<file path="src/design/vga_consts.svh">
`ifndef VGA_CONSTS_SVH
`define VGA_CONSTS_SVH

// horizontal timing in pixels
`define VGA_H_ACTIVE 64
`define VGA_H_FRONT 4
`define VGA_H_SYNC 8
`define VGA_H_BACK 4
`define VGA_H_TOTAL (`VGA_H_ACTIVE + `VGA_H_FRONT + `VGA_H_SYNC + `VGA_H_BACK)

// vertical timing in lines
`define VGA_V_ACTIVE 8
`define VGA_V_FRONT 1
`define VGA_V_SYNC 2
`define VGA_V_BACK 1
`define VGA_V_TOTAL (`VGA_V_ACTIVE + `VGA_V_FRONT + `VGA_V_SYNC + `VGA_V_BACK)

`define VGA_PAL_ENTRIES 256

// byte addresses in system memory
`define VGA_PAL_BASE 32'hc001_3000
`define VGA_VID_BASE 32'hc000_0000

`endif

</file>
<file path="src/design/vga_pkg.sv">
`default_nettype none

package vga_pkg;

  // palette load first, then one row fetch per display line
  typedef enum logic [3:0] {
    PAL_REQ,
    PAL_NEXT,
    WAIT_LINE,
    LINE_REQ,
    MAP0,
    MAP1,
    MAP2,
    MAP3,
    LINE_NEXT
  } fetch_state_e;

  typedef struct packed {
    logic [7:0] r;
    logic [7:0] g;
    logic [7:0] b;
  } rgb_t;

endpackage

`default_nettype wire

</file>
<file path="src/design/vga_if.sv">
`default_nettype none

`include "vga_consts.svh"

interface raster_if;
  localparam int XW = $clog2(`VGA_H_TOTAL);
  localparam int YW = $clog2(`VGA_V_TOTAL);

  logic          run;
  logic          pix_en;
  logic [XW-1:0] x;
  logic [YW-1:0] y;
  logic          active;
  logic          line_start;

  modport timing (input run, output pix_en, x, y, active, line_start);
  modport fetch (output run, input y, line_start);
  modport display (input pix_en, x, y);
endinterface


`default_nettype wire

</file>
<file path="src/design/line_buffer.sv">
`default_nettype none

`include "vga_consts.svh"

module line_buffer
  import vga_pkg::*;
#(
  parameter int CW = $clog2(`VGA_H_ACTIVE)
) (
  input  wire              clk_i,
  input  wire              rst_i,
  raster_if.display        raster,
  input  wire              wr_en_i,
  input  wire              wr_bank_i,
  input  wire [CW-1:0]     wr_col_i,
  input  wire rgb_t        wr_rgb_i,
  output rgb_t             rgb_o
);

  localparam int YW = $clog2(`VGA_V_TOTAL);

  rgb_t mem [2][`VGA_H_ACTIVE];

  always_ff @(posedge clk_i) begin
    if (wr_en_i) begin
      mem[wr_bank_i][wr_col_i] <= wr_rgb_i;
    end
  end

  // even rows live in bank 0 and odd rows in bank 1
  always_ff @(posedge clk_i or posedge rst_i) begin
    if (rst_i) begin
      rgb_o <= '0;
    end else if (raster.pix_en) begin
      rgb_o <= mem[raster.y[0]][raster.x[CW-1:0]];
    end
  end

  // the fetch side must stay off the bank that is on screen
  a_bank_conflict: assert property (@(posedge clk_i) disable iff (rst_i)
    wr_en_i && (raster.y < YW'(`VGA_V_ACTIVE)) |-> wr_bank_i != raster.y[0]);

endmodule

`default_nettype wire

</file>
<file path="src/flat_wrapper.sv">
// flat-port wrapper written by rule: the top's interface ports become plain ports
module line_buffer_flat import vga_pkg::*;
#(
  parameter int CW = $clog2(`VGA_H_ACTIVE)
)
  (clk_i, rst_i, wr_en_i, wr_bank_i, wr_col_i, wr_rgb_i, rgb_o, raster_pix_en, raster_x, raster_y);
  raster_if raster_i ();
  input  wire clk_i;
  input  wire rst_i;
  input  wire wr_en_i;
  input  wire wr_bank_i;
  input  wire [CW-1:0] wr_col_i;
  input  wire rgb_t wr_rgb_i;
  output rgb_t rgb_o;
  input wire logic [$bits(raster_i.pix_en)-1:0] raster_pix_en;
  input wire logic [$bits(raster_i.x)-1:0] raster_x;
  input wire logic [$bits(raster_i.y)-1:0] raster_y;
  assign raster_i.pix_en = raster_pix_en;
  assign raster_i.x = raster_x;
  assign raster_i.y = raster_y;
  line_buffer #(.CW(CW)) u_core (.clk_i(clk_i), .rst_i(rst_i), .raster(raster_i), .wr_en_i(wr_en_i), .wr_bank_i(wr_bank_i), .wr_col_i(wr_col_i), .wr_rgb_i(wr_rgb_i), .rgb_o(rgb_o));
endmodule
</file>
<file path="config.mk">
export PLATFORM = sky130hd
export DESIGN_NAME = line_buffer_flat
export DESIGN_NICKNAME = d
export VERILOG_FILES = /design/src/design/vga_pkg.sv /design/src/design/vga_if.sv /design/src/design/line_buffer.sv /design/src/flat_wrapper.sv
export VERILOG_INCLUDE_DIRS = /design/src /design/src/design
export SDC_FILE = /design/constraint.sdc
export NUM_CORES = 2
export LEC_CHECK = 0
export BUFFER_PORTS_ARGS = -buffer_cell sky130_fd_sc_hd__buf_4
export CAP_MARGIN = 20
export CORE_ASPECT_RATIO = 1.1
export CORE_MARGIN = 3
export CORE_UTILIZATION = 60
export DETAILED_ROUTE_END_ITERATION = 12
export PLACE_DENSITY = 0.76
export RECOVER_POWER = 25
export SLEW_MARGIN = 10
export SYNTH_ARGS = -nofsm -noshare
export SYNTH_HDL_FRONTEND = slang
export SYNTH_SLANG_ARGS = --single-unit
</file>
<file path="constraint.sdc">
create_clock -name clk_i -period 2.6 [get_ports clk_i]
set_clock_uncertainty 0.2 [all_clocks]
set_input_delay 0.39 -clock clk_i [delete_from_list [all_inputs] [get_ports clk_i]]
set_output_delay 0.39 -clock clk_i [all_outputs]
set_load 0.005 [all_outputs]
</file>
; ---- Word-level counts from Yosys, hierarchy flattened
; Memories as Yosys holds them, arrays and structs flattened.
; Index checks and enable logic that the tools add are counted.
[totals]
register_bits = 24
latch_bits = 0
ramBits = 3072
rom_bits = 0
input_bits = 46
out_inout_bits = 24
n_memories = 1
[mem_list]
columns = memory, words, width, rd, rd_clocked_by_memory_dff, write_ports, line
row1 = u_core.mem, 2, 1536, 1, 0, 1, line_buffer.sv:22  ; rgb_t mem [2][`VGA_H_ACTIVE];
[op_classes]
n_addsub = 0
n_mul = 0
div_mod_pow = 0
order_cmp = 3
n_eq_ne = 0
n_shift = 0
n_mux = 7
bitwise = 2
reduce_logical = 1
[ops]
columns = op, n
row1 = 2-to-1 mux 1536 bit, 1
row2 = binary-select mux 24 bit (select 6 bit), 1
row3 = demux 24 bit (select 6 bit), 1
row4 = 2-to-1 mux 24 bit, 3
row5 = ">= comparator 7 bit, second input constant", 2
row6 = inverter 6 -> 7 bit, 2
row7 = "< comparator 7 x 1 -> 1 bit, second input constant", 1
row8 = logical AND 1 bit, 1
row9 = 2-to-1 mux 1 bit, 1

; ---- Longest topological paths before layout
[logic_depth]
ltp_word = 6
ltp_mapped = 12
mapped_depth_nobuf = 6

; ---- Worst setup path before layout
; Ideal clock, no wire load.
[synth_path]
kind = input port to flip-flop
from = input port wr_en_i
to = memory u_core.mem[1][768] (netlist name), enable pin
t_arrival_ps = 2099
setup_slack_ps = -104
stages = 4
path_cell_list = nor2b_1 -> nand3_1 -> clkbuf_1 -> nor2_1
[synth_between]
elab_chain_len = 2
[synth_rtl]
columns = element, line
row1 = from (decl), flat_wrapper.sv:10  ; input wire wr_en_i;
row2 = 2-to-1 mux 1 bit, line_buffer.sv:25  ; if (wr_en_i) begin
row3 = 2-to-1 mux 1536 bit (not written as such), line_buffer.sv:26  ; mem[wr_bank_i][wr_col_i] <= wr_rgb_i;
row4 = to (decl), line_buffer.sv:22
; Every way passes these cells.

; ---- Worst setup path after layout
[layout_path]
from = input port raster_y[0]
to = register, netlist name u_core.rgb_o[18]
[layout_between]
elab_chain_len = 4
[layout_rtl]
columns = element, line
row1 = from (decl), flat_wrapper.sv:17  ; input wire logic [$bits(raster_i.y)-1:0] raster_y;
row2 = memory (2 x 1536 bit), -
row3 = binary-select mux 24 bit (select 6 bit), line_buffer.sv:35  ; rgb_o <= mem[raster.y[0]][raster.x[CW-1:0]];
row4 = 2-to-1 mux 24 bit (not written as such) (2 in series), line_buffer.sv:35
; Every way passes these cells. The select of a mux whose other input is x is not followed.
; A chain may end at the register's enable or synchronous reset.

==> results.cfg <==
[final_layout]
final_cell_area_sq_um = 140000
area_delta_synth_final_pct = 17.8
fill_cells = 10900
fin_util_pct = 71.1
nNetsFinal = 6623
drive_gt1_share_pct = 29.9

[global_route]
grt_pass1_vias = 65300
grt_start_max_net_pins = 129
grt_pass1_wl_microns = 481000
antenna_found_initial = 21
grt.overflow.total = 0
track_usage_pct = 33.5

[floorplanning]
start_util_pct = 60.4
die_area_sq_um = 204000
core_area_sq_um = 197000
io_pins = 70
die_w_microns = 431
rows = 171
die_y_microns = 474

[setup_path]
cp_data_arrival_time_ns = 3.28
crit_path_end_kind = register
crit_type = input port to register
critPathRequiredTime_ns = 3.16
reg2reg_setup_slack_ns = -0.06
crit_fanout = 18
cp-start-kind = input port

[route]
ant_nets = 0
avgRoutedWirePerCell_microns = 36.3
vias = 65400
finalWirelength_microns = 340000
first_pass_iters = 10
drt_iter0_drc = 10300
drc = 0
via_per_inst = 6.97

[power_and_ir_drop]
p_leak_uw = 0.0466
vdd_ir_drop_max_uv = 712
powerDensity_nw_per_um2 = 743
finalPower_uw = 104000

[timing]
post-route-period-util_pct = 104
min_period_ns = 2.72
finalHoldViolations = 0
fmax_mhz = 368
tightest_slew_ns = 2.35
fin_ws_ns = -0.117
setup_viol = 12
report.final.slew_viol_count = 563
rsz0062_at_grt = yes
slew_headroom_pct = -56.7

[synth]
synth-seq-cells = 3096
synth_fp_nets = 5681
netlist_instances = 5635
synth-seq-area-share_pct = 77.8
syn_area_per_cell_sq_um = 21.2
synth_flop_cell = edfxtp_1
syn_area_sq_um = 119000
async_flop_share_pct = 0.775
synth_edf_count = 3072
yosys_warnings = 0
yosysUniqueCellTypes = 54

[clocking]
clock-sinks = 3096
clock_latency_ns = 0.97
path_clk_slew_ns = 0.06
cts.path.max_buffers = 4
cts_made_buffers = 305
cts_setup_buffers = 0
cts_tree = yes
htreeDepth = 5
root_buffer = clkbuf_16

[status]
status = complete, but fails checks
violations = capacitance limit, slew limit, setup timing

[placement]
io_buffers = 65
postPlaceCellArea_sq_um = 131000
gp_congestion = 0.926
hpwl_microns = 208000
place_ws_ns = -1.02

[run]
maxCapViolations = 9

[min_path]
hp-class = input port to register
path summary, 6_finish.rpt:
path | from | to | cells after the start
setup reg to reg | u_core.mem[1][1362] | u_core.rgb_o[18] | 6
hold reg to reg | u_core.rgb_o[23] | u_core.rgb_o[23] | 2
setup / recovery | raster_y[0] | u_core.rgb_o[18] | 12
hold / removal | wr_en_i | u_core.mem[1][623] | 4
max in group asynchronous | rst_i | u_core.rgb_o[17] | 5
min in group asynchronous | rst_i | u_core.rgb_o[19] | 5
stage by stage:
step | setup TNS, ns | hold WS [ns] | std cells
floorplan | -71.43 | 0.205 | 5635
global placement | -15.57 | 0.371 | 8832
detailed placement | -16.70 | 0.364 | 8832
CTS | 0 | 0.0366 | 9371
global route | -0.0730 | 0.117 | 9373
finish | -0.204 | 0.101 | 9379
cells by family after synthesis:
| kind of cell | synth area share, % |
|---|---|
| flops | 77.8 |
| compound gates | 3.42 |
| mux | 15.0 |
| buf+inv | 1.74 |
| simple gates | 2.01 |
critical path: stages:
cell	delay [ns]
buf_8	0.30
buf_16	0.25
and2_1	0.29
buf_12	0.22
buf_4	0.15
a22oi_1	0.08
a21oi_1	0.14
buf_4	0.14
a211oi_1	0.05
buf_4	0.18
o211ai_1	0.83
o211ai_1	0.18
state kept, by name, summed over array words and instances (netlist names):
| register | flops |
|---|---|
| u_core.rgb_o | 24 |
| u_core.mem | 3072 |
per-layer routing:
layer / track usage [%] / share of wire (%) / vias up
li1: - / - / 25400
met1: 44.3 / 34 / 33700
met2: 51.5 / 46 / 5200
met3: 7.56 / 12 / 1047
met4: 20.3 / 7.6 / 8
met5: 0 / 0.030 / -
final cells by class:
type | count | area, sq um | share of cell area (%)
Sequential cell | 3096 | 92800 | 66.1
Multi-Input combinational cell | 2206 | 24800 | 17.7
Timing Repair Buffer | 957 | 10200 | 7.24
Clock buffer | 373 | 8060 | 5.73
Tap cell | 2595 | 3250 | 2.31
Clock inverter | 133 | 1280 | 0.910
Inverter | 11 | 41.3 | 0.0294
Antenna cell | 8 | 20.0 | 0.0142
cell usage after synthesis (6+ instances only):
master	instances	area share, %
clkbuf_1	103	0.32
buf_6	51	0.48
o31ai_1	9	0.057
inv_1	11	0.035
mux2_2	26	0.25
nor3_1	61	0.26
a22oi_1	119	0.75
o22ai_1	101	0.53
o221ai_1	57	0.42
nand2_1	32	0.10
buf_4	73	0.46
dfrtp_1	24	0.50
nand2b_1	29	0.15
a22o_1	10	0.073
o211ai_1	20	0.13
mux2i_1	562	4.7
nand3_1	65	0.27
buf_2	75	0.31
a21oi_1	73	0.31
and2_1	6	0.031
nand4_1	16	0.084
nor2_1	213	0.67
buf_1	14	0.044
a211oi_1	72	0.45
a211o_1	15	0.11
nor2b_1	57	0.30
a221o_1	9	0.076
a221oi_1	14	0.10
nor4_1	15	0.079
o21ai_0	57	0.24
a31oi_1	10	0.052
mux4_2	528	10
edfxtp_1	3072	77
power by group:
| part | internal (uW) | total (uW) | switching, uW |
|---|---|---|---|
| Combinational | 2560 | 6570 | 4010 |
| Clock | 24400 | 42400 | 18100 |
| Sequential | 55100 | 55400 | 252 |
| Total | 82000 | 104000 | 22300 |
repair_timing:
| action | CTS | global route |
|---|---|---|
| hold buffers | 32 | 0 |
| endpoints found under the hold margin | 2006 | 0 |
| pin swaps | 1 | 3 |
| cloned | 1 | 0 |
| endpoints found under the setup margin | 4 | 7 |
| resized for setup | 4 | 5 |
cells in the final DEF (no fill, tap or decap), types with 15 or more instances in the layout:
| cell | Yosys | layout |
|---|---|---|
| o211ai_1 | 20 | 20 |
| nand2_1 | 32 | 31 |
| clkbuf_1 | 103 | 69 |
| nand3_1 | 65 | 63 |
| nor4_1 | 15 | 15 |
| nor3_1 | 61 | 61 |
| nand2b_1 | 29 | 27 |
| mux2_2 | 26 | 26 |
| buf_4 | 73 | 641 |
| o21ai_0 | 57 | 57 |
| nor2_2 | 0 | 130 |
| mux2i_1 | 562 | 562 |
| nand4_1 | 16 | 16 |
| a211oi_1 | 72 | 69 |
| mux4_2 | 528 | 528 |
| dfrtp_1 | 24 | 24 |
| dlygate4sd3_1 | 0 | 32 |
| clkbuf_16 | 0 | 311 |
| clkinv_1 | 0 | 50 |
| bufinv_16 | 0 | 25 |
| nor2b_1 | 57 | 50 |
| clkinv_2 | 0 | 48 |
| a22oi_1 | 119 | 119 |
| edfxtp_1 | 3072 | 3072 |
| clkbuf_2 | 0 | 22 |
| buf_12 | 3 | 234 |
| o22ai_1 | 101 | 101 |
| a21oi_1 | 73 | 73 |
| a211o_1 | 15 | 15 |
| nor2_1 | 213 | 81 |
| o221ai_1 | 57 | 57 |
Power figures use the tool's default switching activity.
