--- config.mk ---
export PLATFORM = sky130hd
export DESIGN_NAME = vga_timing_flat
export DESIGN_NICKNAME = d
export VERILOG_FILES = /design/src/design/vga_if.sv /design/src/design/vga_timing.sv /design/src/flat_wrapper.sv
export VERILOG_INCLUDE_DIRS = /design/src /design/src/design
export SDC_FILE = /design/constraint.sdc
export NUM_CORES = 1
export LEC_CHECK = 0
export BUFFER_PORTS_ARGS = -buffer_cell sky130_fd_sc_hd__buf_4
export CAP_MARGIN = 20
export CORE_MARGIN = 1.5
export CORE_UTILIZATION = 51
export CTS_CLUSTER_DIAMETER = 30
export CTS_CLUSTER_SIZE = 20
export DETAILED_ROUTE_END_ITERATION = 8
export GPL_TIMING_DRIVEN = 0
export PLACE_DENSITY = 0.76
export SLEW_MARGIN = 10
export SYNTH_ARGS = -nofsm -noshare
export SYNTH_HDL_FRONTEND = slang
export SYNTH_SLANG_ARGS = --single-unit
--- constraint.sdc ---
create_clock -name clk_i -period 2.1 [get_ports clk_i]
set_input_delay 0.105 -clock clk_i [delete_from_list [all_inputs] [get_ports clk_i]]
set_output_delay 0.105 -clock clk_i [all_outputs]
set_load 0.005 [all_outputs]
--- src/design/vga_consts.svh ---
`ifndef VGA_CONSTS_SVH
`define VGA_CONSTS_SVH

// horizontal timing in pixels
`define VGA_H_ACTIVE 64
`define VGA_H_FRONT 4
`define VGA_H_SYNC 8
`define VGA_H_BACK 4
`define VGA_H_TOTAL (`VGA_H_ACTIVE + `VGA_H_FRONT + `VGA_H_SYNC + `VGA_H_BACK)

// vertical timing in lines
`define VGA_V_ACTIVE 8
`define VGA_V_FRONT 1
`define VGA_V_SYNC 2
`define VGA_V_BACK 1
`define VGA_V_TOTAL (`VGA_V_ACTIVE + `VGA_V_FRONT + `VGA_V_SYNC + `VGA_V_BACK)

`define VGA_PAL_ENTRIES 256

// byte addresses in system memory
`define VGA_PAL_BASE 32'hc001_3000
`define VGA_VID_BASE 32'hc000_0000

`endif

--- src/design/vga_if.sv ---
`default_nettype none

`include "vga_consts.svh"

interface raster_if;
  localparam int XW = $clog2(`VGA_H_TOTAL);
  localparam int YW = $clog2(`VGA_V_TOTAL);

  logic          run;
  logic          pix_en;
  logic [XW-1:0] x;
  logic [YW-1:0] y;
  logic          active;
  logic          line_start;

  modport timing (input run, output pix_en, x, y, active, line_start);
  modport fetch (output run, input y, line_start);
  modport display (input pix_en, x, y);
endinterface


`default_nettype wire

--- src/design/vga_timing.sv ---
`default_nettype none

`include "vga_consts.svh"

module vga_timing (
  input  wire       clk_i,
  input  wire       rst_i,
  raster_if.timing  raster,
  output logic      hs_o,
  output logic      vs_o,
  output logic      blank_n_o
);

  localparam int XW = $clog2(`VGA_H_TOTAL);
  localparam int YW = $clog2(`VGA_V_TOTAL);
  localparam int HS_START = `VGA_H_ACTIVE + `VGA_H_FRONT;
  localparam int VS_START = `VGA_V_ACTIVE + `VGA_V_FRONT;
  localparam int LINE_CLKS = 2 * `VGA_H_TOTAL;

  logic          pix_en_q;
  logic [XW-1:0] x_q;
  logic [YW-1:0] y_q;
  logic          in_hsync;
  logic          in_vsync;

  always_ff @(posedge clk_i or posedge rst_i) begin
    if (rst_i) begin
      pix_en_q <= 1'b0;
    end else begin
      pix_en_q <= ~pix_en_q;
    end
  end

  // counters wait in the last line of the frame until the palette is loaded
  always_ff @(posedge clk_i or posedge rst_i) begin
    if (rst_i) begin
      x_q <= '0;
      y_q <= YW'(`VGA_V_TOTAL - 1);
    end else if (raster.run && pix_en_q) begin
      if (x_q == XW'(`VGA_H_TOTAL - 1)) begin
        x_q <= '0;
        if (y_q == YW'(`VGA_V_TOTAL - 1)) begin
          y_q <= '0;
        end else begin
          y_q <= y_q + 1'b1;
        end
      end else begin
        x_q <= x_q + 1'b1;
      end
    end
  end

  assign in_hsync = (x_q >= XW'(HS_START)) && (x_q < XW'(HS_START + `VGA_H_SYNC));
  assign in_vsync = (y_q >= YW'(VS_START)) && (y_q < YW'(VS_START + `VGA_V_SYNC));

  assign raster.pix_en = pix_en_q;
  assign raster.x = x_q;
  assign raster.y = y_q;
  assign raster.active = (x_q < XW'(`VGA_H_ACTIVE)) && (y_q < YW'(`VGA_V_ACTIVE));
  assign raster.line_start = raster.run && pix_en_q && (x_q == '0);

  // registered like the line buffer read so sync, blank and colour line up
  always_ff @(posedge clk_i or posedge rst_i) begin
    if (rst_i) begin
      hs_o <= 1'b1;
      vs_o <= 1'b1;
      blank_n_o <= 1'b0;
    end else if (pix_en_q) begin
      hs_o <= ~in_hsync;
      vs_o <= ~in_vsync;
      blank_n_o <= raster.active;
    end
  end

  // once running, line starts come exactly one line period apart
  a_line_period: assert property (@(posedge clk_i) disable iff (rst_i)
    raster.line_start |=> !raster.line_start [*LINE_CLKS-1] ##1 raster.line_start);

endmodule

`default_nettype wire

--- src/flat_wrapper.sv ---
// flat-port wrapper written by rule: the top's interface ports become plain ports
module vga_timing_flat 
  (clk_i, rst_i, hs_o, vs_o, blank_n_o, raster_run, raster_pix_en, raster_x, raster_y, raster_active, raster_line_start);
  raster_if raster_i ();
  input  wire clk_i;
  input  wire rst_i;
  output logic hs_o;
  output logic vs_o;
  output logic blank_n_o;
  input wire logic [$bits(raster_i.run)-1:0] raster_run;
  output wire logic [$bits(raster_i.pix_en)-1:0] raster_pix_en;
  output wire logic [$bits(raster_i.x)-1:0] raster_x;
  output wire logic [$bits(raster_i.y)-1:0] raster_y;
  output wire logic [$bits(raster_i.active)-1:0] raster_active;
  output wire logic [$bits(raster_i.line_start)-1:0] raster_line_start;
  assign raster_i.run = raster_run;
  assign raster_pix_en = raster_i.pix_en;
  assign raster_x = raster_i.x;
  assign raster_y = raster_i.y;
  assign raster_active = raster_i.active;
  assign raster_line_start = raster_i.line_start;
  vga_timing u_core (.clk_i(clk_i), .rst_i(rst_i), .raster(raster_i), .hs_o(hs_o), .vs_o(vs_o), .blank_n_o(blank_n_o));
endmodule
### Word level (Yosys, flattened, before mapping)

Index checks and enable logic that the tools add are counted.

* add/subtract/negate cells: 2
* equality and inequality tests: 2
* bitwise gates (word level): 3
* $lt $le $gt $ge: 6
* reductions and logical operators: 7
* multiplexer cells: 2

Operators with widths (count)
* 7-bit < comparator (second input constant): 2
* 4-bit < comparator (second input constant): 2
* 7-bit by 1-bit adder with 7-bit output (second input constant): 1
* 7-bit equality test (second input constant): 1
* 7-bit >= comparator (second input constant): 1
* 7-bit zero test: 1
* 7-bit two-way mux: 1
* 1-bit logical AND: 5
* 4-bit by 1-bit adder with 4-bit output (second input constant): 1
* 4-bit equality test (second input constant): 1
* 4-bit >= comparator (second input constant): 1
* 4-bit two-way mux: 1
* 1-bit NOT: 3
* 2-bit AND reduction: 1

* register bits: 15
* output and inout bits: 17
* input port bits: 3
* word-level logic and storage cells: 28

### Depth between registers and ports, before layout

* depth in word-level cells: 3
* depth in mapped cells: 5
* depth with buffers taken out: 5

### Worst setup path before layout

No wires, ideal clock.

* kind: register -> register
* start: register u_core.x_q[4], in the netlist u_core.raster.x[4]
* end: register u_core.y_q[1], in the netlist u_core.raster.y[1]
* slack: 565 ps
* cell stages (with the launch flop): 5
* data arrival time: 1451 ps
* period minus slack after synthesis: 1535 ps
* data required time: 2015 ps
* buffers on the path: 1
* setup time: 85 ps
* cells stage by stage: dfrtp_1 -> buf_6 -> or3b_4 -> nor3_4 -> mux2_1

* word-level cells in the longest chain between the ends: 2

RTL lines
* from (decl): RTL line vga_timing.sv:21 `logic [XW-1:0] x_q;`
* from (signal assigned): RTL line vga_timing.sv:48 `x_q <= x_q + 1'b1;`
* 7-bit equality test: RTL line vga_timing.sv:40 `` if (x_q == XW'(`VGA_H_TOTAL - 1)) begin ``
* 2-bit AND reduction (no line)
* to (signal assigned): RTL line vga_timing.sv:38 `` y_q <= YW'(`VGA_V_TOTAL - 1); ``
* to (signal assigned): RTL line vga_timing.sv:45 `y_q <= y_q + 1'b1;`
* to (decl): RTL line vga_timing.sv:22 `logic [YW-1:0] y_q;`

Every way passes these cells.
A chain may end at the register's enable or synchronous reset.

### Final worst setup path

* start: register u_core.x_q[0], in the netlist u_core.raster.x[0]
* end: output port raster_line_start

* word-level cells in the longest chain between the ends: 2

RTL lines
* 7-bit zero test: RTL line vga_timing.sv:60 `assign raster.line_start = raster.run && pix_en_q && (x_q == '0);`
* 1-bit logical AND: RTL line vga_timing.sv:60
* to (decl): RTL line flat_wrapper.sv:15 `output wire logic [$bits(raster_i.line_start)-1:0] raster_line_start;`

Every way passes these cells.

==> results.sh <==
export IMPL_synth_largest_area_cell="dfrtp_1"
export IMPL_dr_pass1_iters=4
export IMPL_hold_class="in -> reg"
export IMPL_design_area_sq_mm=0.001055
export IMPL_drtAntennaViolNets=0
export IMPL_die_area_sq_mm=0.001930
export IMPL_die_w_um=43.94
export IMPL_yosysSeqAreaShare=0.4466
export IMPL_drt_iter0_drc=23
export IMPL_final_hold_viol_count=0
export IMPL_cp_start_kind="flop"
export IMPL_use_met1=0.2547
export IMPL_clock_root_buffer="clkbuf_4"
export IMPL_core_region_area_sq_mm=0.001541
export IMPL_yosysWarningCount=0
export IMPL_cp_arrival_ps=1710
export IMPL_final_cells=124
export IMPL_place_ws_ps=523.8
export IMPL_dominantRegCellSynth="dfrtp_1"
export IMPL_slew_headroom=0.6229
export IMPL_synth_most_common_cell="dfrtp_1"
export IMPL_layout_setup_ws_ps=285.4
export IMPL_hpwlAfterDp_um=1191
export IMPL_cap_violations=0
export IMPL_setup_viol=0
export IMPL_hold_slack_ps=270.2
export IMPL_path_class="reg -> out"
export IMPL_die_y_um=43.94
export IMPL_grt_max_degree=16
export IMPL_power_leakage_nw=0.5007
export IMPL_initial_core_util=0.5544
export IMPL_grt_pass1_wl_um=2697
export IMPL_rsz0062_at_grt="no"
export IMPL_use_met3=0.03750
export IMPL_ios=20
export IMPL_cts_buffer_depth=2
export IMPL_syn_area_sq_um=854.6
export IMPL_grt_overflow_total=0
export IMPL_diodes=0
export IMPL_wl_per_cell_um=13.10
export IMPL_synth_top_cell_area_share=0.2928
export IMPL_syn_avg_cell_area_sq_um=10.17
export IMPL_crit_slowest_cell="dfrtp_1"
export IMPL_cp_end_kind="primary output"
export IMPL_grt_pass1_vias=610
export IMPL_top_usage_layer="met2"
export IMPL_worst_endpoint_required_ps=2000
export IMPL_avgViaCountPerCell=5.702
export IMPL_wirelength_um=1624
export IMPL_max_clock_freq_mhz=551.1
export IMPL_grt_util_met2=0.3118
export IMPL_layout_drive_gt1_share=0.3241
export IMPL_p_per_area_mw_per_mm2=1055
export IMPL_rows=14
export IMPL_numCtsBuffers=3
export IMPL_cp_num_buf_inv=2
export IMPL_ys_top_cells_by_count="dfrtp_1 (10), inv_1 (7)"
export IMPL_min_period_ps=1815
export IMPL_dp_cells=119
export IMPL_fin_crit_sh=0.8641
export IMPL_clkTransAtPathRegs_ps=100
export IMPL_clk_insertion_delay_late_ps=290
export IMPL_critPathTopFamily="simple AND/OR/NAND/NOR gates"
export IMPL_ys_ff_latch=15
export IMPL_synth_cell_types=37
export IMPL_antenna_found_initial=0
export IMPL_rrSetupSlack_ps=520
export IMPL_postPlaceCellArea_sq_mm=0.001017
export IMPL_async_reset_ff_frac=1.000
export IMPL_vdd_ir_drop_max_uv=721.8
export IMPL_cts_tree="built"
export IMPL_fin_worst_skew_ps=3.013
export IMPL_grt_total_usage=0.1951
export IMPL_port_buffers=19
export IMPL_htreeDepth=1
export IMPL_place_gp_congestion=0.8310
export IMPL_critPathMaxFanout=4
export IMPL_cp_slowest_stage_delay_ps=420
export IMPL_status="finished clean"
export IMPL_synth_edf_count=0
export IMPL_ys_top_cells_by_area="dfrtp_1 (29%), dfstp_2 (15%), ha_1 (7.3%)"
export IMPL_drcViolationCount=0
export IMPL_syn_nets=92
export IMPL_tightest_slew_ps=565.1
export IMPL_cp_cell_sequence="inv_1 -> ha_1 -> or4b_1 -> nor4_1 -> buf_4"
export IMPL_syn_to_final_growth_pct=23.43
export IMPL_synthCells=84
export IMPL_final_nets=117
export IMPL_num_vias=707
export IMPL_clkSinkCount=15
export IMPL_slew_violations=0
export IMPL_setup_tns_ps=0
-- state kept, by name, summed over array words and instances, names as in the netlist --
name and flops:
u_core.blank_n_o 1, u_core.raster.pix_en 1, u_core.raster.y 4, u_core.raster.x 7, u_core.hs_o 1, u_core.vs_o 1
-- area by class of cell --
type | count | area, sq um
Tap cell | 16 | 20.02
Timing Repair Buffer | 20 | 152.6
Buffer | 4 | 27.53
Multi-Input combinational cell | 58 | 419.2
Fill cell | 122 | 486.7
Clock inverter | 1 | 5.005
Inverter | 7 | 26.28
Sequential cell | 15 | 381.6
Clock buffer | 3 | 22.52
-- worst paths after layout --
| path | from | end | depth (start not counted) |
|---|---|---|---|
| min reg2reg | u_core.hs_o | u_core.hs_o | 2 |
| max | u_core.raster.x[0] | raster_line_start | 5 |
| max reg2reg | u_core.raster.x[4] | u_core.raster.y[1] | 4 |
| max in group asynchronous | rst_i | u_core.raster.y[0] | 3 |
| min | raster_run | u_core.raster.x[3] | 4 |
| min in group asynchronous | rst_i | u_core.raster.x[6] | 3 |
-- worst reg2reg max path: cells and delay by family (launching register included) --
family | cells | cell delay (ps)
buffers and inverters | 1 | 140
flip-flops | 1 | 400
multiplexers | 1 | 340
AND/OR/NAND/NOR | 2 | 650
-- power by group --
part | switching [mW] | internal (mW) | total [mW]
clock | 0.0989 | 0.0708 | 0.170
combinational | 0.214 | 0.249 | 0.463
sequential | 0.0901 | 0.390 | 0.481
-- routing by layer --
| metal | vias to the layer above | part of all wire | wire (um) |
|---|---|---|---|
| met5 | - | 0 | 0 |
| met3 | 4 | 0.034 | 56 |
| met2 | 15 | 0.48 | 786 |
| li1 | 354 | - | - |
| met4 | 0 | 0.017 | 27 |
| met1 | 334 | 0.46 | 752 |
-- timing repair --
item,in CTS,in global routing
endpoints found under the hold margin,10,0
gates resized for setup,0,0
setup buffers,0,0
hold buffers,1,0
-- logic make-up (layout without fill, tap and decap cells) --
logic type | count (synthesis) | count (layout) | synth area share
and+or+nand+nor | 34 | 34 | 0.2504
DFF | 15 | 15 | 0.4466
AOI/OAI and AO/OA | 12 | 12 | 0.08493
buffers and inverters | 11 | 35 | 0.06296
adders and majority gates | 5 | 5 | 0.07321
muxes | 4 | 4 | 0.05124
xor gates and xnor gates | 3 | 3 | 0.03075
-- placed cells by master (no fill, tap or decap), drive strengths merged, types with 2 or more instances in the layout --
cell | synthesis | routed
buf | 3 | 22
dfrtp | 10 | 10
inv | 7 | 7
o21ai | 5 | 5
nor2 | 5 | 5
ha | 5 | 5
dfstp | 5 | 5
nand2 | 4 | 4
nand3 | 4 | 4
clkbuf | 1 | 4
nand4 | 3 | 3
nor2b | 3 | 3
mux2 | 3 | 3
a21oi | 2 | 2
and3 | 2 | 2
xor2 | 2 | 2
nand3b | 2 | 2
nor4 | 2 | 2
-- metrics by stage --
| step | power (mW) | util |
|---|---|---|
| 2_1_floorplan | 0.7508 | - |
| 3_3_place_gp | 0.9343 | 0.6599 |
| 3_5_place_dp | 0.9502 | 0.6599 |
| 4_1_cts | 1.122 | 0.6843 |
| 5_1_grt | 1.198 | 0.6843 |
| 6_report | 1.113 | 0.6843 |
Note: power is estimated with default switching activity, not from simulation.
