[src/design/vga_consts.svh]
`ifndef VGA_CONSTS_SVH
`define VGA_CONSTS_SVH

// horizontal timing in pixels
`define VGA_H_ACTIVE 64
`define VGA_H_FRONT 4
`define VGA_H_SYNC 8
`define VGA_H_BACK 4
`define VGA_H_TOTAL (`VGA_H_ACTIVE + `VGA_H_FRONT + `VGA_H_SYNC + `VGA_H_BACK)

// vertical timing in lines
`define VGA_V_ACTIVE 8
`define VGA_V_FRONT 1
`define VGA_V_SYNC 2
`define VGA_V_BACK 1
`define VGA_V_TOTAL (`VGA_V_ACTIVE + `VGA_V_FRONT + `VGA_V_SYNC + `VGA_V_BACK)

`define VGA_PAL_ENTRIES 256

// byte addresses in system memory
`define VGA_PAL_BASE 32'hc001_3000
`define VGA_VID_BASE 32'hc000_0000

`endif

[src/design/vga_pkg.sv]
`default_nettype none

package vga_pkg;

  // palette load first, then one row fetch per display line
  typedef enum logic [3:0] {
    PAL_REQ,
    PAL_NEXT,
    WAIT_LINE,
    LINE_REQ,
    MAP0,
    MAP1,
    MAP2,
    MAP3,
    LINE_NEXT
  } fetch_state_e;

  typedef struct packed {
    logic [7:0] r;
    logic [7:0] g;
    logic [7:0] b;
  } rgb_t;

endpackage

`default_nettype wire

[src/design/vga_if.sv]
`default_nettype none

`include "vga_consts.svh"

interface raster_if;
  localparam int XW = $clog2(`VGA_H_TOTAL);
  localparam int YW = $clog2(`VGA_V_TOTAL);

  logic          run;
  logic          pix_en;
  logic [XW-1:0] x;
  logic [YW-1:0] y;
  logic          active;
  logic          line_start;

  modport timing (input run, output pix_en, x, y, active, line_start);
  modport fetch (output run, input y, line_start);
  modport display (input pix_en, x, y);
endinterface

interface pal_if
  import vga_pkg::*;
();
  localparam int AW = $clog2(`VGA_PAL_ENTRIES);

  logic          wr_en;
  logic [AW-1:0] wr_addr;
  rgb_t          wr_data;
  logic [AW-1:0] rd_addr;
  rgb_t          rd_data;

  modport master (output wr_en, wr_addr, wr_data, rd_addr, input rd_data);
  modport ram (input wr_en, wr_addr, wr_data, rd_addr, output rd_data);
endinterface

`default_nettype wire

[src/design/fetch_engine.sv]
`default_nettype none

`include "vga_consts.svh"

module fetch_engine
  import vga_pkg::*;
(
  input  wire         clk_i,
  input  wire         rst_i,
  raster_if.fetch     raster,
  pal_if.master       pal,
  output logic [31:0] adr_o,
  output logic        cyc_o,
  output logic        stb_o,
  input  wire  [31:0] dat_i,
  input  wire         ack_i,
  output logic        wr_en_o,
  output logic        wr_bank_o,
  output logic [5:0]  wr_col_o,
  output rgb_t        wr_rgb_o
);

  localparam int AW = $clog2(`VGA_PAL_ENTRIES);
  localparam int YW = $clog2(`VGA_V_TOTAL);
  localparam int RW = $clog2(`VGA_V_ACTIVE);
  localparam int WW = $clog2(`VGA_H_ACTIVE / 4);

  fetch_state_e  state_q;
  logic [AW-1:0] idx_q;
  logic [RW-1:0] row_q;
  logic [WW-1:0] word_q;
  logic [31:0]   data_q;
  logic          run_q;
  logic          map_q;
  logic [5:0]    col_q;
  logic [YW-1:0] next_row;
  logic [1:0]    byte_sel;
  logic          is_map;

  // row shown on the line that follows the current one
  assign next_row = (raster.y == YW'(`VGA_V_TOTAL - 1)) ? '0 : raster.y + 1'b1;

  always_ff @(posedge clk_i or posedge rst_i) begin
    if (rst_i) begin
      state_q <= WAIT_LINE;
      idx_q <= '0;
      row_q <= '0;
      word_q <= '0;
      run_q <= 1'b0;
      map_q <= 1'b0;
    end else begin
      map_q <= is_map;
      case (state_q)
        WAIT_LINE: begin
          // coming out of reset the palette has not been read yet
          if (!run_q) begin
            state_q <= PAL_REQ;
          end else if (raster.line_start && (next_row < YW'(`VGA_V_ACTIVE))) begin
            row_q <= next_row[RW-1:0];
            word_q <= '0;
            state_q <= LINE_REQ;
          end
        end
        PAL_REQ: begin
          if (ack_i) begin
            state_q <= PAL_NEXT;
          end
        end
        PAL_NEXT: begin
          if (idx_q == AW'(`VGA_PAL_ENTRIES - 1)) begin
            run_q <= 1'b1;
            state_q <= WAIT_LINE;
          end else begin
            idx_q <= idx_q + 1'b1;
            state_q <= PAL_REQ;
          end
        end
        LINE_REQ: begin
          if (ack_i) begin
            state_q <= MAP0;
          end
        end
        MAP0: state_q <= MAP1;
        MAP1: state_q <= MAP2;
        MAP2: state_q <= MAP3;
        MAP3: state_q <= LINE_NEXT;
        LINE_NEXT: begin
          if (word_q == '1) begin
            state_q <= WAIT_LINE;
          end else begin
            word_q <= word_q + 1'b1;
            state_q <= LINE_REQ;
          end
        end
        default: state_q <= WAIT_LINE;
      endcase
    end
  end

  always_ff @(posedge clk_i) begin
    if ((state_q == LINE_REQ) && ack_i) begin
      data_q <= dat_i;
    end
    col_q <= {word_q, byte_sel};
  end

  always_comb begin
    byte_sel = 2'd0;
    is_map = 1'b1;
    case (state_q)
      MAP0: byte_sel = 2'd0;
      MAP1: byte_sel = 2'd1;
      MAP2: byte_sel = 2'd2;
      MAP3: byte_sel = 2'd3;
      default: is_map = 1'b0;
    endcase
  end

  // highest byte of the word is the leftmost pixel
  assign pal.rd_addr = data_q[8 * (3 - byte_sel) +: 8];

  assign pal.wr_en = (state_q == PAL_REQ) && ack_i;
  assign pal.wr_addr = idx_q;
  assign pal.wr_data = rgb_t'(dat_i[23:0]);

  assign cyc_o = (state_q == PAL_REQ) || (state_q == LINE_REQ);
  assign stb_o = cyc_o;
  assign adr_o = (state_q == PAL_REQ) ? `VGA_PAL_BASE + 32'({idx_q, 2'b00})
                                      : `VGA_VID_BASE + 32'({row_q, word_q, 2'b00});

  assign raster.run = run_q;

  // palette data arrives a clock after the index, so the write follows it
  assign wr_en_o = map_q;
  assign wr_bank_o = row_q[0];
  assign wr_col_o = col_q;
  assign wr_rgb_o = pal.rd_data;

  a_adr_stable: assert property (@(posedge clk_i) disable iff (rst_i)
    stb_o && !ack_i |=> stb_o && $stable(adr_o));

  // a row fetch has to finish inside one line period
  a_fetch_idle: assert property (@(posedge clk_i) disable iff (rst_i)
    raster.line_start |-> state_q == WAIT_LINE);

endmodule

`default_nettype wire

[src/flat_wrapper.sv]
// flat-port wrapper written by rule: the top's interface ports become plain ports
module fetch_engine_flat import vga_pkg::*;
  (clk_i, rst_i, adr_o, cyc_o, stb_o, dat_i, ack_i, wr_en_o, wr_bank_o, wr_col_o, wr_rgb_o, raster_run, raster_y, raster_line_start, pal_wr_en, pal_wr_addr, pal_wr_data, pal_rd_addr, pal_rd_data);
  raster_if raster_i ();
  pal_if pal_i ();
  input  wire clk_i;
  input  wire rst_i;
  output logic [31:0] adr_o;
  output logic cyc_o;
  output logic stb_o;
  input  wire  [31:0] dat_i;
  input  wire ack_i;
  output logic wr_en_o;
  output logic wr_bank_o;
  output logic [5:0] wr_col_o;
  output rgb_t wr_rgb_o;
  output wire logic [$bits(raster_i.run)-1:0] raster_run;
  input wire logic [$bits(raster_i.y)-1:0] raster_y;
  input wire logic [$bits(raster_i.line_start)-1:0] raster_line_start;
  output wire logic [$bits(pal_i.wr_en)-1:0] pal_wr_en;
  output wire logic [$bits(pal_i.wr_addr)-1:0] pal_wr_addr;
  output wire logic [$bits(pal_i.wr_data)-1:0] pal_wr_data;
  output wire logic [$bits(pal_i.rd_addr)-1:0] pal_rd_addr;
  input wire logic [$bits(pal_i.rd_data)-1:0] pal_rd_data;
  assign raster_run = raster_i.run;
  assign raster_i.y = raster_y;
  assign raster_i.line_start = raster_line_start;
  assign pal_wr_en = pal_i.wr_en;
  assign pal_wr_addr = pal_i.wr_addr;
  assign pal_wr_data = pal_i.wr_data;
  assign pal_rd_addr = pal_i.rd_addr;
  assign pal_i.rd_data = pal_rd_data;
  fetch_engine u_core (.clk_i(clk_i), .rst_i(rst_i), .raster(raster_i), .pal(pal_i), .adr_o(adr_o), .cyc_o(cyc_o), .stb_o(stb_o), .dat_i(dat_i), .ack_i(ack_i), .wr_en_o(wr_en_o), .wr_bank_o(wr_bank_o), .wr_col_o(wr_col_o), .wr_rgb_o(wr_rgb_o));
endmodule
[config.mk]
export PLATFORM = sky130hd
export DESIGN_NAME = fetch_engine_flat
export DESIGN_NICKNAME = d
export VERILOG_FILES = /design/src/design/vga_pkg.sv /design/src/design/vga_if.sv /design/src/design/fetch_engine.sv /design/src/flat_wrapper.sv
export VERILOG_INCLUDE_DIRS = /design/src /design/src/design
export SDC_FILE = /design/constraint.sdc
export NUM_CORES = 1
export LEC_CHECK = 0
export BUFFER_PORTS_ARGS = -buffer_cell sky130_fd_sc_hd__buf_2
export CAP_MARGIN = 20
export CORE_MARGIN = 2
export CORE_UTILIZATION = 45
export CTS_BUF_LIST = sky130_fd_sc_hd__clkbuf_16
export CTS_CLUSTER_SIZE = 14
export DETAILED_ROUTE_END_ITERATION = 8
export PLACE_DENSITY = 0.81
export REMOVE_ABC_BUFFERS = 1
export SETUP_SLACK_MARGIN = 0.2
export SLEW_MARGIN = 20
export SYNTH_ARGS = -nofsm -noshare
export SYNTH_HDL_FRONTEND = slang
export SYNTH_SLANG_ARGS = --single-unit
export TNS_END_PERCENT = 50
[constraint.sdc]
create_clock -name clk_i -period 2.5 [get_ports clk_i]
set_input_delay 0.25 -clock clk_i [delete_from_list [all_inputs] [get_ports clk_i]]
set_output_delay 0.25 -clock clk_i [all_outputs]
set_load 0.02 [all_outputs]
Yosys cells after proc, flatten, opt, wreduce, memory -nomap -nowiden --
Cells that the tools add are included.
Word-level totals: register bits after elaboration 59, input bits 64, output and inout bits 108
Operators by class: $add $sub $neg 6, magnitude comparators 1, equal/unequal tests 17, shift-type cells 1, multiplexer cells 15, bitwise gates (word level) 1, reduce and logical (&&, ||, !) cells 12
Operator list (count):
- $pmux W4 S9 | 1
- $shiftx A32 B33 Y8 | 1
- $add A31 B10 Y32 const A | 1
- $add A31 B11 Y32 const A | 1
- $mux W32 | 1
- $mux W4 | 8
- $eq A4 B3 Y1 const B | 4
- $eq A4 B4 Y1 const B | 3
- $add A4 B1 Y4 const B | 2
- $add A8 B1 Y8 const B | 1
- $eq A4 B2 Y1 const B | 2
- $eq A8 B8 Y1 const B | 1
- $pmux W4 S2 | 1
- $ne A2 B2 Y1 const B | 3
- $pmux W2 S3 | 1
- $reduce_and A3 Y1 | 2
- $eq A4 B1 Y1 const B | 1
- $logic_not A4 Y1 | 1
- $lt A4 B4 Y1 const B | 1
- $ne A2 B1 Y1 const B | 2
- $reduce_and A2 Y1 | 2
- $reduce_and A4 Y1 | 1
- $reduce_or A4 Y1 | 1
- $logic_and A1 B1 Y1 | 3
- other kinds (7) | 8

Longest topological paths before layout --
depth after elaboration 7, mapped depth 7

Worst setup path before layout --
No wires, ideal clock.
path kind register to register, from register u_core.state_q[0], to register u_core.data_q[0] (enable), setup time 0.392 ns, arrival time 1.674 ns, data required time 2.108 ns, setup slack 0.433 ns, stages on the path, launching flop included 5, cells stage by stage dfrtp_1 buf_2 buf_2 nor2b_1 and3_1
On the way: longest elaborated chain between the ends 2
RTL lines:
- start: declaration | line fetch_engine.sv:28 | fetch_state_e state_q;
- start signal: assignment | line fetch_engine.sv:45 | state_q <= WAIT_LINE;
- start signal: assignment | line fetch_engine.sv:57 | state_q <= PAL_REQ;
- start signal: assignment | line fetch_engine.sv:61 | state_q <= LINE_REQ;
- $eq A4 B2 Y1 | line fetch_engine.sv:101 | if ((state_q == LINE_REQ) && ack_i) begin
- $logic_and A1 B1 Y1 | line fetch_engine.sv:101
- end signal: assignment | line fetch_engine.sv:102 | data_q <= dat_i;
- end: declaration | line fetch_engine.sv:32 | logic [31:0] data_q;
Every way passes these cells. A chain may end at the register's enable or synchronous reset.

Final worst setup path --
from register u_core.state_q[3], to output adr_o[6]
On the way: longest elaborated chain between the ends 2
RTL lines:
- $logic_not A4 Y1 | line fetch_engine.sv:128 | assign adr_o = (state_q == PAL_REQ) ? `VGA_PAL_BASE + 32'({idx_q, 2'b00})
- $mux W32 | line fetch_engine.sv:128
- end: declaration | line flat_wrapper.sv:8 | output logic [31:0] adr_o;
Every way passes these cells.

==> results.sh <==
export IMPL_critical_path_endpoint_type="output pin"
export IMPL_top_level_ports=172
export IMPL_min_period_over_period_pct=85.9
export IMPL_intPower_w=0.00250
export IMPL_insertion_delay_ns=0.32
export IMPL_clock_tree_from_tritoncts="yes"
export IMPL_fmaxAchievable_mhz=466
export IMPL_setup_viol=0
export IMPL_combPwrFrac_pct=34.5
export IMPL_worst_ep_required_time_ns=2.25
export IMPL_first_global_vias=1951
export IMPL_clock_sink_count=59
export IMPL_clockRootBuffer="sky130_fd_sc_hd__clkbuf_16"
export IMPL_gr_usage_all_layers_pct=17.2
export IMPL_synth_async_sr_flop_share_pct=35.6
export IMPL_fp_coreArea_sq_um=6790
export IMPL_clock_power_share_pct=29.9
export IMPL_max_slew_worst_pin_slew_ns=0.790
export IMPL_hold_crit_class="in -> async"
export IMPL_synth_enable_flop_cells=32
export IMPL_core_rowCount=30
export IMPL_ws_path_type="reg -> out"
export IMPL_wire_length_per_cell_after_detailed_routing_um=15.5
export IMPL_post_synth_inst_count=273
export IMPL_antennaDiodeCount=0
export IMPL_synthDistinctLibCells=45
export IMPL_dp_hpwl_um=4980
export IMPL_worst_setup_sp_type="flop"
export IMPL_syn_area_sq_um=3150
export IMPL_critical_path_slowest_cell="sky130_fd_sc_hd__dfrtp_1"
export IMPL_p_per_area_nw_per_um2=1100
export IMPL_drive_above_1_share_pct=43.4
export IMPL_finalWorstPathRequiredPeriod_ns=2.15
export IMPL_cpPeakStageDelay_ns=0.52
export IMPL_final_hold_worst_slack_ns=0.0689
export IMPL_power_switching_fraction_pct=36.6
export IMPL_synthFlopType="sky130_fd_sc_hd__edfxtp_1"
export IMPL_portBuffers=102
export IMPL_timing_critical_path_buf_inv=2
export IMPL_chipWidth_um=87.7
export IMPL_overflow=0
export IMPL_clock_pin_slew_worst_setup_and_hold_paths_ns=0.05
export IMPL_timing_max_slew_rel_slack_pct=47.3
export IMPL_irDropWorstVdd_mv=0.467
export IMPL_skew_ns=0.00644
export IMPL_worstPathMaxFanout=13
export IMPL_dieHeight_um=87.7
export IMPL_ys_seq_area_share_pct=51.0
export IMPL_leakagePower_nw=1.70
export IMPL_setup_repair_after_global_routing_missed_its_margin="yes"
export IMPL_antenna_violating_nets_post_route=0
export IMPL_detail_route_iter0_violations=147
export IMPL_switchingPower_w=0.00145
export IMPL_ctsLongestPathBuffers=2
export IMPL_worstPathArrival_ns=1.90
export IMPL_path_cells="nor4_2, buf_4, mux2_2, buf_2"
export IMPL_cts_made_buffers=9
export IMPL_synthesis_area_per_instance_sq_um=11.5
export IMPL_yosys_warnings=0
export IMPL_route_detailed_drc=0
export IMPL_post_cts_hold_buffer_count=0
export IMPL_globalplace_congestion=0.817
export IMPL_htreeDepth=3
export IMPL_hold_viol_final=0
export IMPL_area_growth_synth_to_final_pct=13.7
export IMPL_cap_violations=0
export IMPL_drtPass1Iterations=4
export IMPL_run_status="complete, no violations"
export IMPL_count_of_nets_after_finishing=394
export IMPL_num_vias=2101
export IMPL_routed_wl_um=6650
export IMPL_start_util_pct=46.4
export IMPL_grt_antenna_before_repair=0
export IMPL_power_share_sequential_pct=35.5
export IMPL_stdcell_count=428
export IMPL_slew_viol_final=0
export IMPL_wire_length_of_the_first_global_routing_pass_um=9810
export IMPL_number_of_storage_elements_in_the_synthesis_netlist=59
export IMPL_floorplan_die_area_sq_um=7690
export IMPL_post_place_cells=412
export IMPL_cpLargestDelayFamily="flip-flops"
export IMPL_routed_via_density=4.91
export IMPL_grt_max_degree=33
## per-stage QoR
step | util, % | total power (W) | worst slack [ns] | instance area (sq um) | TNS, ns
floorplan | - | 0.00226 | -1.66 | 2620 | -18.98
global placement | 48.4 | 0.00273 | 0.577 | 3290 | 0
detailed placement | 48.4 | 0.00278 | 0.413 | 3290 | 0
CTS | 52.7 | 0.00399 | 0.248 | 3580 | 0
global route | 52.8 | 0.00416 | 0.177 | 3580 | 0
finish | 52.8 | 0.00395 | 0.352 | 3580 | 0
## flip-flops by register name (all words and copies together) (netlist names)
register and count:
u_core.raster.run 1, u_core.row_q 3, u_core.word_q 4, u_core.wr_col_o 6, u_core.state_q 4, u_core.wr_en_o 1
u_core.data_q 32, u_core.pal.wr_addr 8
## kinds of logic (layout without fill, tap and decap cells)
kind of cell,count (synthesis),in the layout,share of synthesized area (%)
mux,18,18,6.47
compound gates,34,34,7.07
fa+ha+maj,3,3,1.19
buf+inv,88,128,19.9
xor+xnor,8,8,2.22
simple gates,61,61,11.9
flops,59,59,51.0
other cells,2,21,0.238
## layout by cell type (no fill, tap or decap), types with 3 or more instances in the layout
cell type and instances:
sky130_fd_sc_hd__buf_4 4, sky130_fd_sc_hd__nor2_1 4, sky130_fd_sc_hd__ha_1 3, sky130_fd_sc_hd__nand3_1 4
sky130_fd_sc_hd__dfxtp_1 6, sky130_fd_sc_hd__clkbuf_16 9, sky130_fd_sc_hd__or2_2 3, sky130_fd_sc_hd__xnor2_1 5
sky130_fd_sc_hd__conb_1 21, sky130_fd_sc_hd__a21oi_1 11, sky130_fd_sc_hd__mux2i_1 8, sky130_fd_sc_hd__inv_1 6
sky130_fd_sc_hd__nand2_1 11, sky130_fd_sc_hd__and3_1 4, sky130_fd_sc_hd__xor2_1 3, sky130_fd_sc_hd__a211oi_1 8
sky130_fd_sc_hd__and2_1 3, sky130_fd_sc_hd__edfxtp_1 32, sky130_fd_sc_hd__mux2_2 7, sky130_fd_sc_hd__a31o_2 3
sky130_fd_sc_hd__dfrtp_1 19, sky130_fd_sc_hd__nand4_1 4, sky130_fd_sc_hd__buf_2 102, sky130_fd_sc_hd__nor2b_1 11
sky130_fd_sc_hd__mux2_4 3
## worst register-to-register path, stage by stage, from the launching register on
cell and delay, ns:
sky130_fd_sc_hd__dfstp_2 0.68, sky130_fd_sc_hd__and2b_1 0.21, sky130_fd_sc_hd__nand4_1 0.13, sky130_fd_sc_hd__a211o_1 0.40, sky130_fd_sc_hd__mux2_4 0.35
## power by group through the flow
stage	Sequential [W]	Clock [W]	Combinational (W)
global placement	0.00141	0	0.00133
global route	0.00143	0.00125	0.00147
floorplan	0.00150	0	0.000755
detailed placement	0.00141	0	0.00136
CTS	0.00140	0.00121	0.00138
finish	0.00140	0.00118	0.00136
## final cells by class
type | instances | area [sq um]
timing repair buffer | 106 | 541
inverter | 6 | 22.5
clock buffer | 9 | 225
sequential | 59 | 1610
clock inverter | 7 | 67.6
fill | 598 | 3210
multi-input combinational | 145 | 1000
tap | 96 | 120
## path summary, 6_finish.rpt
kind                                          startpoint                             to  slack, ns  cells past startpoint
max in group asynchronous                          rst_i  u_core.state_q[0]$_DFFE_PP0P_       1.89                      2
hold reg to reg             u_core.word_q[3]$_DFFE_PP0P_     u_core.wr_col_o[5]$_DFF_P_       0.49                      0
setup reg to reg           u_core.state_q[1]$_DFFE_PP1P_    u_core.row_q[2]$_DFFE_PP0P_       0.63                      4
hold / removal                                     rst_i  u_core.raster.run$_DFFE_PP0P_       0.07                      2
setup / recovery           u_core.state_q[3]$_DFFE_PP0P_                       adr_o[6]       0.35                      4
min in group clk_i                             dat_i[26]    u_core.data_q[26]$_DFFE_PP_       0.10                      1
## layer usage
metal | track usage [%] | vias to the layer above | wire length, um
li1 | - | 969 | -
met1 | 22.0 | 1022 | 2810
met2 | 24.9 | 103 | 3170
met3 | 8.20 | 7 | 585
met4 | 6.99 | 0 | 82
met5 | 3.25 | - | 0
## cells in the mapped netlist, types with 4 or more instances
master                     count  share of area, %
sky130_fd_sc_hd__nand2_1      12               1.4
sky130_fd_sc_hd__and3_1        4              0.79
sky130_fd_sc_hd__nand4_1       4              0.79
sky130_fd_sc_hd__edfxtp_1     32                30
sky130_fd_sc_hd__dfxtp_1       6               3.8
sky130_fd_sc_hd__mux2i_1       8               2.5
sky130_fd_sc_hd__dfrtp_1      20                16
sky130_fd_sc_hd__inv_1         6              0.71
sky130_fd_sc_hd__buf_4        73                17
sky130_fd_sc_hd__a211oi_1      8               1.9
sky130_fd_sc_hd__xnor2_1       5               1.4
sky130_fd_sc_hd__buf_2         6              0.95
sky130_fd_sc_hd__a21oi_1      11               1.7
sky130_fd_sc_hd__nand3_1       4              0.64
sky130_fd_sc_hd__nor2_1        4              0.48
sky130_fd_sc_hd__mux2_2        7               2.5
sky130_fd_sc_hd__nor2b_1      12               2.4
## what timing repair did
item / CTS / global route
setup buffers: 0 / 0
gates resized for setup: 1 / 2
hold endpoints to repair: 0 / 0
setup endpoints to repair: 8 / 8
Note: power is estimated with default switching activity, not from simulation.
